$ cat src/bridge_proto_pkg.sv
package bridge_proto_pkg;

    // Start of a host-to-device frame
    localparam logic [7:0] SOF_H2D = 8'hA5;

    // Result status codes
    localparam logic [7:0] STATUS_OK      = 8'h00;
    localparam logic [7:0] STATUS_CRC_ERR = 8'h01;
    localparam logic [7:0] STATUS_CMD_INV = 8'h02;
    localparam logic [7:0] STATUS_TIMEOUT = 8'h04;

    // Size field value with no defined transfer width
    localparam logic [1:0] SIZE_INVALID = 2'd3;

    // CRC-8, x^8 + x^2 + x + 1, MSB first, init 00h
    localparam logic [7:0] CRC_POLY = 8'h07;

    // 16 beats of 4 bytes at most
    localparam int MAX_PAYLOAD = 64;

    // Command byte layout
    typedef struct packed {
        logic       rw;    // 1 = read, no payload follows
        logic       inc;   // Address increment
        logic [1:0] size;  // 0 byte, 1 half-word, 2 word
        logic [3:0] len;   // Beat count minus one
    } cmd_fields_t;

endpackage

$ cat src/parser_pkg.sv
package parser_pkg;

    // Width of a payload index and of the byte count
    localparam int PAY_IDX_W = 6;

    typedef enum logic [3:0] {
        IDLE,
        CMD,
        ADDR0,
        ADDR1,
        ADDR2,
        ADDR3,
        DATA,
        CRC,
        DONE,
        ERROR
    } parser_state_t;

    // Captured frame header, address is little endian on the wire
    typedef struct packed {
        bridge_proto_pkg::cmd_fields_t cmd;
        logic [31:0]                   addr;
    } frame_hdr_t;

    // Outcome of a finished frame
    typedef struct packed {
        logic       valid;
        logic       error;
        logic [7:0] status;
    } frame_result_t;

endpackage

$ cat src/crc8_calc.sv
`timescale 1ns/1ps

module crc8_calc (
    input  logic       clk,
    input  logic       rst,
    input  logic       clear,
    input  logic       enable,
    input  logic [7:0] data_in,
    output logic [7:0] crc
);

    logic [7:0] crc_next;

    // Eight serial steps of the shift register unrolled into one cycle
    always_comb begin
        crc_next = crc ^ data_in;
        for (int i = 0; i < 8; i++) begin
            if (crc_next[7]) begin
                crc_next = (crc_next << 1) ^ bridge_proto_pkg::CRC_POLY;
            end else begin
                crc_next = crc_next << 1;
            end
        end
    end

    always_ff @(posedge clk) begin
        if (rst || clear) begin
            crc <= 8'h00;  // Initial value
        end else if (enable) begin
            crc <= crc_next;
        end
    end

endmodule

$ cat src/byte_timeout.sv
`timescale 1ns/1ps

module byte_timeout #(
    parameter int TIMEOUT_CYCLES = 0
) (
    input  logic clk,
    input  logic rst,
    input  logic frame_open,
    input  logic byte_seen,
    output logic timeout
);

    generate
        if (TIMEOUT_CYCLES == 0) begin : g_off
            assign timeout = 1'b0;  // Timeout disabled
        end else begin : g_on
            localparam int CW = $clog2(TIMEOUT_CYCLES + 1);
            localparam logic [CW-1:0] LIMIT = CW'(TIMEOUT_CYCLES);

            logic [CW-1:0] idle_cnt;

            // Counts empty cycles since the last byte of an open frame
            always_ff @(posedge clk) begin
                if (rst || !frame_open || byte_seen) begin
                    idle_cnt <= '0;
                    timeout  <= 1'b0;
                end else if (idle_cnt == LIMIT) begin
                    timeout <= 1'b1;  // One gap cycle past the limit
                end else begin
                    idle_cnt <= idle_cnt + 1'b1;
                end
            end
        end
    endgenerate

endmodule

$ cat src/payload_buffer.sv
`timescale 1ns/1ps

module payload_buffer (
    input  logic                            clk,
    input  logic                            rst,
    input  logic                            clear,
    input  logic                            wr,
    input  logic [7:0]                      wr_byte,
    output logic [parser_pkg::PAY_IDX_W-1:0] count,
    input  logic [parser_pkg::PAY_IDX_W-1:0] rd_idx,
    output logic [7:0]                      rd_byte
);

    localparam int DEPTH = 2 ** parser_pkg::PAY_IDX_W;

    logic [7:0]                       mem [0:DEPTH-1];
    logic [parser_pkg::PAY_IDX_W-1:0] wr_ptr;

    // Write pointer doubles as the number of stored bytes
    always_ff @(posedge clk) begin
        if (rst || clear) begin
            wr_ptr <= '0;
        end else if (wr) begin
            wr_ptr <= wr_ptr + 1'b1;  // Wraps to 0 after a full 64-byte payload
        end
    end

    always_ff @(posedge clk) begin
        if (wr) begin
            mem[wr_ptr] <= wr_byte;
        end
    end

    assign count = wr_ptr;

    // Combinational read for the consumer
    assign rd_byte = mem[rd_idx];

endmodule

$ cat src/frame_fsm.sv
`timescale 1ns/1ps

module frame_fsm (
    input  logic                             clk,
    input  logic                             rst,
    input  logic [7:0]                       rx_fifo_data,
    input  logic                             rx_fifo_empty,
    output logic                             rx_fifo_rd_en,
    input  logic [7:0]                       crc,
    output logic                             crc_clear,
    output logic                             crc_enable,
    input  logic                             timeout,
    output logic                             frame_open,
    input  logic [parser_pkg::PAY_IDX_W-1:0] pay_count,
    output logic                             pay_clear,
    output logic                             pay_wr,
    input  logic                             frame_consumed,
    output parser_pkg::frame_hdr_t           hdr,
    output parser_pkg::frame_result_t        result,
    output logic                             busy
);

    // Wide enough to hold a full MAX_PAYLOAD byte count
    localparam int LEN_W = $clog2(bridge_proto_pkg::MAX_PAYLOAD + 1);

    parser_pkg::parser_state_t     state;
    parser_pkg::parser_state_t     state_next;
    parser_pkg::frame_result_t     result_next;
    bridge_proto_pkg::cmd_fields_t cmd_in;
    logic [LEN_W-1:0]              exp_len_in;
    logic [LEN_W-1:0]              exp_len;
    logic                          last_data;

    assign cmd_in = bridge_proto_pkg::cmd_fields_t'(rx_fifo_data);

    // Payload length of the incoming command byte
    always_comb begin
        if (cmd_in.rw || cmd_in.size == bridge_proto_pkg::SIZE_INVALID) begin
            exp_len_in = '0;
        end else begin
            exp_len_in = (LEN_W'(cmd_in.len) + LEN_W'(1)) << cmd_in.size;
        end
    end

    assign last_data = (LEN_W'(pay_count) + LEN_W'(1)) == exp_len;

    always_comb begin
        state_next    = state;
        result_next   = result;
        rx_fifo_rd_en = 1'b0;
        crc_clear     = 1'b0;
        crc_enable    = 1'b0;
        pay_clear     = 1'b0;
        pay_wr        = 1'b0;

        case (state)
            parser_pkg::IDLE: begin
                if (!rx_fifo_empty) begin
                    rx_fifo_rd_en = 1'b1;  // Anything but a start byte is dropped
                    if (rx_fifo_data == bridge_proto_pkg::SOF_H2D) begin
                        crc_clear  = 1'b1;
                        pay_clear  = 1'b1;
                        state_next = parser_pkg::CMD;
                    end
                end
            end

            parser_pkg::CMD, parser_pkg::ADDR0, parser_pkg::ADDR1, parser_pkg::ADDR2,
            parser_pkg::ADDR3, parser_pkg::DATA, parser_pkg::CRC: begin
                if (timeout) begin
                    // A stalled frame is dead even if a byte turns up now
                    state_next  = parser_pkg::ERROR;
                    result_next = '{valid: 1'b0, error: 1'b1,
                                    status: bridge_proto_pkg::STATUS_TIMEOUT};
                end else if (!rx_fifo_empty) begin
                    rx_fifo_rd_en = 1'b1;
                    crc_enable    = (state != parser_pkg::CRC);  // CRC byte itself not covered
                    pay_wr        = (state == parser_pkg::DATA);
                    case (state)
                        parser_pkg::CMD:   state_next = parser_pkg::ADDR0;
                        parser_pkg::ADDR0: state_next = parser_pkg::ADDR1;
                        parser_pkg::ADDR1: state_next = parser_pkg::ADDR2;
                        parser_pkg::ADDR2: state_next = parser_pkg::ADDR3;
                        parser_pkg::ADDR3: begin
                            state_next = (exp_len == '0) ? parser_pkg::CRC : parser_pkg::DATA;
                        end
                        parser_pkg::DATA: begin
                            if (last_data) begin
                                state_next = parser_pkg::CRC;
                            end
                        end
                        default: begin
                            // CRC byte, an invalid command outranks a CRC mismatch
                            state_next = parser_pkg::DONE;
                            if (hdr.cmd.size == bridge_proto_pkg::SIZE_INVALID) begin
                                result_next = '{valid: 1'b0, error: 1'b1,
                                                status: bridge_proto_pkg::STATUS_CMD_INV};
                            end else if (rx_fifo_data != crc) begin
                                result_next = '{valid: 1'b0, error: 1'b1,
                                                status: bridge_proto_pkg::STATUS_CRC_ERR};
                            end else begin
                                result_next = '{valid: 1'b1, error: 1'b0,
                                                status: bridge_proto_pkg::STATUS_OK};
                            end
                        end
                    endcase
                end
            end

            default: begin
                // DONE or ERROR, result held and FIFO left alone
                if (frame_consumed) begin
                    state_next  = parser_pkg::IDLE;
                    result_next = '0;
                    pay_clear   = 1'b1;
                end
            end
        endcase
    end

    always_ff @(posedge clk) begin
        if (rst) begin
            state  <= parser_pkg::IDLE;
            result <= '0;
        end else begin
            state  <= state_next;
            result <= result_next;
        end
    end

    // Header fields and decoded length
    always_ff @(posedge clk) begin
        if (rx_fifo_rd_en) begin
            case (state)
                parser_pkg::CMD: begin
                    hdr.cmd <= cmd_in;
                    exp_len <= exp_len_in;
                end
                parser_pkg::ADDR0: hdr.addr[7:0]   <= rx_fifo_data;  // LSB first
                parser_pkg::ADDR1: hdr.addr[15:8]  <= rx_fifo_data;
                parser_pkg::ADDR2: hdr.addr[23:16] <= rx_fifo_data;
                parser_pkg::ADDR3: hdr.addr[31:24] <= rx_fifo_data;
                default: ;
            endcase
        end
        if ((state == parser_pkg::DONE || state == parser_pkg::ERROR) && frame_consumed) begin
            hdr <= '0;
        end
    end

    assign frame_open = (state != parser_pkg::IDLE) && (state != parser_pkg::DONE) &&
                        (state != parser_pkg::ERROR);
    assign busy       = (state != parser_pkg::IDLE);

endmodule

$ cat src/frame_parser_top.sv
`timescale 1ns/1ps

module frame_parser_top #(
    parameter int TIMEOUT_CYCLES = 1000  // Zero disables the stall timeout
) (
    input  logic                             clk,
    input  logic                             rst,
    input  logic [7:0]                       rx_fifo_data,
    input  logic                             rx_fifo_empty,
    output logic                             rx_fifo_rd_en,
    output parser_pkg::frame_hdr_t           hdr,
    output logic [parser_pkg::PAY_IDX_W-1:0] data_count,
    input  logic [parser_pkg::PAY_IDX_W-1:0] data_rd_idx,
    output logic [7:0]                       data_rd_byte,
    output logic                             frame_valid,
    output logic                             frame_error,
    output logic [7:0]                       error_status,
    input  logic                             frame_consumed,
    output logic                             parser_busy
);

    logic [7:0]                crc;
    logic                      crc_clear;
    logic                      crc_enable;
    logic                      frame_open;
    logic                      timeout;
    logic                      pay_clear;
    logic                      pay_wr;
    parser_pkg::frame_result_t result;

    crc8_calc crc_calc (
        .clk     (clk),
        .rst     (rst),
        .clear   (crc_clear),
        .enable  (crc_enable),
        .data_in (rx_fifo_data),
        .crc     (crc)
    );

    byte_timeout #(
        .TIMEOUT_CYCLES (TIMEOUT_CYCLES)
    ) idle_timer (
        .clk        (clk),
        .rst        (rst),
        .frame_open (frame_open),
        .byte_seen  (rx_fifo_rd_en),  // Every pop restarts the gap count
        .timeout    (timeout)
    );

    payload_buffer pay_buf (
        .clk     (clk),
        .rst     (rst),
        .clear   (pay_clear),
        .wr      (pay_wr),
        .wr_byte (rx_fifo_data),
        .count   (data_count),
        .rd_idx  (data_rd_idx),
        .rd_byte (data_rd_byte)
    );

    frame_fsm fsm (
        .clk            (clk),
        .rst            (rst),
        .rx_fifo_data   (rx_fifo_data),
        .rx_fifo_empty  (rx_fifo_empty),
        .rx_fifo_rd_en  (rx_fifo_rd_en),
        .crc            (crc),
        .crc_clear      (crc_clear),
        .crc_enable     (crc_enable),
        .timeout        (timeout),
        .frame_open     (frame_open),
        .pay_count      (data_count),
        .pay_clear      (pay_clear),
        .pay_wr         (pay_wr),
        .frame_consumed (frame_consumed),
        .hdr            (hdr),
        .result         (result),
        .busy           (parser_busy)
    );

    // Result struct out to the consumer ports
    assign frame_valid  = result.valid;
    assign frame_error  = result.error;
    assign error_status = result.status;

endmodule

$ cat config.mk
export PLATFORM = sky130hd
export DESIGN_NAME = frame_parser_top
export DESIGN_NICKNAME = d
export VERILOG_FILES = /design/src/bridge_proto_pkg.sv /design/src/parser_pkg.sv /design/src/crc8_calc.sv /design/src/byte_timeout.sv /design/src/payload_buffer.sv /design/src/frame_fsm.sv /design/src/frame_parser_top.sv
export SDC_FILE = /design/constraint.sdc
export NUM_CORES = 1
export LEC_CHECK = 0
export BUFFER_PORTS_ARGS = -buffer_cell sky130_fd_sc_hd__buf_2
export CORE_UTILIZATION = 55
export CTS_CLUSTER_DIAMETER = 50
export DETAILED_ROUTE_END_ITERATION = 10
export PLACE_DENSITY_LB_ADDON = 0.12
export SLEW_MARGIN = 20
export SYNTH_ARGS = -nofsm -noshare
export SYNTH_HDL_FRONTEND = slang
export SYNTH_SLANG_ARGS = --single-unit
$ cat constraint.sdc
create_clock -name clk -period 6 [get_ports clk]
set_input_delay 0.6 -clock clk [delete_from_list [all_inputs] [get_ports clk]]
set_output_delay 0.6 -clock clk [all_outputs]
set_load 0.01 [all_outputs]
==> flow_metrics.py <==
metrics = {
    "status": {
        "outcome": "finished clean",
    },
    "place": {
        "routabilityCongestion": 0.829,
        "dp.cells": 1961,
        "numPortBuffers": 78,
        "dp_hpwl_mm": 33.7,
        "placedInstanceArea_um2": 24700,
    },
    "logic_synthesis": {
        "post_synth_num_cell_types": 64,
        "ys_warn_count": 0,
        "synth_seq_area_share_pct": 71.6,
        "yosys.area.top_type": "sky130_fd_sc_hd__edfxtp_1",
        "synth_enable_flop_cells": 519,
        "postSynth.asyncResetShare_pct": 0,
        "syn_area_um2": 23800,
        "synth_area_per_cell_um2": 17.5,
        "synth_top_area_share_pct": 65.4,
        "number_of_register_bits_inferred_by_synthesis": 593,
        "yosys-top-cells-area": "sky130_fd_sc_hd__edfxtp_1 (65%), sky130_fd_sc_hd__mux4_2 (12%), sky130_fd_sc_hd__dfxtp_1 (6.2%)",
        "synth_flop_cell": "sky130_fd_sc_hd__edfxtp_1",
        "synth_cells": 1363,
    },
    "timing": {
        "final_period_minus_worst_setup_slack_ns": 3.69,
        "final_hold_viol_count": 0,
        "final_max_slew_viol_count": 0,
        "fmaxAchievable_ghz": 0.271,
        "finalCritPeriodShare_pct": 61.6,
        "setup-tns-final_ns": 0,
        "finalHoldWorstSlack_ns": 0.313,
        "timing_worst_slew_pin_value_ns": 1.06,
        "setup-violations-final": 0,
        "relSlewSlack_pct": 29.4,
        "finalClockSkew_ns": 0.0237,
        "rsz_0062_raised_after_global_routing": "false",
    },
    "clocking": {
        "tritoncts": "built",
        "cts_buffers": 61,
        "cts.htree.levels": 2,
        "cts_clock_pin_slew_for_the_worst_setup_and_hold_paths_ns": 0.06,
        "cts_buffer_depth": 3,
        "post_cts.repair.setup_buffers": 0,
        "cts_root_buf": "sky130_fd_sc_hd__clkbuf_16",
        "cts.sink_count": 593,
        "clk_latency_ns": 0.64,
        "cts-hold-fix-buffers": 0,
        "post_cts_repair_resize_count": 0,
    },
    "cells_and_area": {
        "finished_layout_cell_area_um2": 26800,
        "final_cells": 2077,
        "design.final.nets": 1473,
        "layout-drive-gt1-share_pct": 22.3,
        "area_growth_syn_to_layout_pct": 12.4,
        "fillers": 3014,
    },
    "setup_path": {
        "critical_path.reg2reg.startpoint": "fsm.state[3]$_SDFFE_PP0P_",
        "critical_path_required_ns": 5.40,
        "end_kind": "output pin",
        "reg2reg_depth": 5,
        "critPathSlowestCell": "sky130_fd_sc_hd__clkbuf_8",
        "cp-start-kind": "input pin",
        "worstReg2RegEnd": "pay_buf.mem[24][2]$_DFFE_PP_",
        "critPathArrivalTime_ns": 3.09,
        "timing.critical_path.fanout_max": 68,
        "r2r_setup_slack_ns": 2.51,
        "path_cells": "clkbuf_8 -> buf_4 -> mux4_2 -> mux4_2 -> o21ai_1 -> o21ai_1 -> buf_2",
        "worst-setup-path-type": "input pin to output pin",
        "crit_path_max_incr_delay_ns": 0.60,
    },
    "floorplanning": {
        "top_level_ports": 84,
        "core_footprint_um2": 42300,
        "die_area_um2": 44200,
        "die_h_um": 210,
        "floorplan.rows": 75,
        "floorplan.initialDensity_pct": 56.3,
        "die_width_um": 210,
    },
    "global_route": {
        "grt_pass1_wl_mm": 81.5,
        "track_usage_pct": 25.6,
        "antenna_found_initial": 4,
        "globalRoute.totalOverflow": 0,
        "pin_count_of_the_biggest_net_entering_global_routing": 73,
        "first_global_vias": 12600,
    },
    "min_path": {
        "hold-path-cell-count": 2,
        "hp-class": "input pin to register",
        "whs_endpoint": "fsm.state[1]$_SDFFE_PP0P_",
        "min-delay-start": "rst",
    },
    "route": {
        "avgViaCountPerCell": 6.16,
        "num_vias": 12800,
        "drt_drc_violations_left": 0,
        "drtPass1Iterations": 5,
        "detail-route-antenna-nets": 0,
        "violation_count_after_the_first_detailed_route_iteration": 1382,
        "routed_wire_length_per_instance_um": 26.5,
        "drt-total-wl_mm": 54.9,
    },
    "pwr": {
        "irDropWorstVdd_v": 0.000271,
        "sequential_fraction_of_design_power_pct": 49.2,
        "leakage_power_nw": 8.92,
        "power.clock.fraction_pct": 40.2,
        "switchingPower_w": 0.00231,
        "share_comb_of_total_power_pct": 10.6,
        "power.switching_fraction_pct": 23.9,
        "power_report.internal_total_w": 0.00738,
        "power_density_nw_per_um2": 362,
    },
    "flow_run": {
        "max-cap-violations": 0,
    },
}
cells in the mapped netlist, types with 19 or more instances:
cell and number:
sky130_fd_sc_hd__o22ai_1 22, sky130_fd_sc_hd__nor2_1 128, sky130_fd_sc_hd__buf_4 19, sky130_fd_sc_hd__dfxtp_1 74, sky130_fd_sc_hd__a21oi_1 40, sky130_fd_sc_hd__nand3_1 41
sky130_fd_sc_hd__mux2i_1 44, sky130_fd_sc_hd__xnor2_1 22, sky130_fd_sc_hd__clkbuf_1 33, sky130_fd_sc_hd__mux4_2 129, sky130_fd_sc_hd__nand2_1 69, sky130_fd_sc_hd__buf_2 19
sky130_fd_sc_hd__edfxtp_1 519
cells by family (layout without fill, tap and decap cells):
kind of cell               Yosys count  count (layout)  synth area share, %
muxes                              180             180                 14.6
adders and majority gates            8               8                0.420
DFF                                593             593                 71.6
other                                1               6               0.0157
buffers and inverters               93             225                 2.02
xor gates and xnor gates            41              41                 1.72
AOI/OAI and AO/OA                  131             131                 3.47
and+or+nand+nor                    316             316                 6.23
critical path, delay by kind of cell:
kind            cells  cell delay (ns)
buf+inv             3             1.17
mux                 2             1.00
compound gates      2             0.21
layer usage:
layer | vias up | routed length [um] | global-route usage, %
li1 | 5564 | - | -
met5 | - | 37 | 0
met2 | 521 | 25300 | 39.2
met1 | 6594 | 23400 | 36.0
met3 | 101 | 4690 | 7.09
met4 | 6 | 1500 | 8.05
cells in the final DEF, fill, tap and decap left out, types with 22 or more instances in the layout:
cell and instances:
sky130_fd_sc_hd__o22ai_1 22, sky130_fd_sc_hd__xnor2_1 22, sky130_fd_sc_hd__nand2_1 69, sky130_fd_sc_hd__mux4_2 129
sky130_fd_sc_hd__buf_2 76, sky130_fd_sc_hd__a21oi_1 40, sky130_fd_sc_hd__nor2_1 128, sky130_fd_sc_hd__nand3_1 41
sky130_fd_sc_hd__edfxtp_1 519, sky130_fd_sc_hd__mux2i_1 44, sky130_fd_sc_hd__clkbuf_16 62, sky130_fd_sc_hd__dfxtp_1 74
power by group through the flow:
stage / combinational, W / clock (W) / sequential (W)
floorplan: 0.000633 / 0 / 0.00488
global placement: 0.00101 / 0 / 0.00485
detailed placement: 0.00103 / 0 / 0.00485
CTS: 0.00103 / 0.00395 / 0.00477
global route: 0.00112 / 0.00410 / 0.00479
finish: 0.00102 / 0.00390 / 0.00477
metrics by stage:
| stage | total power (W) | util (%) | worst slack, ns |
|---|---|---|---|
| after floorplan | 0.00551 | - | 3.35 |
| after global placement | 0.00586 | 58.4 | 2.23 |
| after detailed placement | 0.00588 | 58.4 | 2.22 |
| after CTS | 0.00975 | 63.3 | 2.24 |
| after global routing | 0.0100 | 63.3 | 2.13 |
| final | 0.00969 | 63.3 | 2.31 |
worst max path at each step:
stage | start | end | slack [ns]
2_1_floorplan | data_rd_idx[0] | data_rd_byte[0] | 3.35
3_3_place_gp | data_rd_idx[0] | data_rd_byte[1] | 2.23
3_5_place_dp | data_rd_idx[0] | data_rd_byte[1] | 2.22
4_1_cts | data_rd_idx[0] | data_rd_byte[1] | 2.24
5_1_grt | data_rd_idx[0] | data_rd_byte[5] | 2.13
6_report | data_rd_idx[0] | data_rd_byte[5] | 2.31
area by class of cell:
| class | count | area [um2] | share of cell area, % |
|---|---|---|---|
| Inverter | 12 | 45.0 | 0.168 |
| Tap cell | 577 | 722 | 2.69 |
| Multi-Input combinational cell | 681 | 6320 | 23.6 |
| Clock buffer | 72 | 1590 | 5.93 |
| Antenna cell | 1 | 2.50 | 0.00934 |
| Clock inverter | 43 | 492 | 1.83 |
| Timing Repair Buffer | 98 | 568 | 2.12 |
| Sequential cell | 593 | 17100 | 63.7 |
flip-flops by register name (all words and copies together), names as in the netlist, 4 cells and up:
| name | flops |
|---|---|
| fsm.hdr | 40 |
| fsm.state | 4 |
| idle_timer.g_on.idle_cnt | 10 |
| crc_calc.crc | 8 |
| pay_buf.mem | 512 |
| fsm.exp_len | 7 |
| pay_buf.count | 6 |
| fsm.result | 5 |
Note: power is estimated with default switching activity, not from simulation.
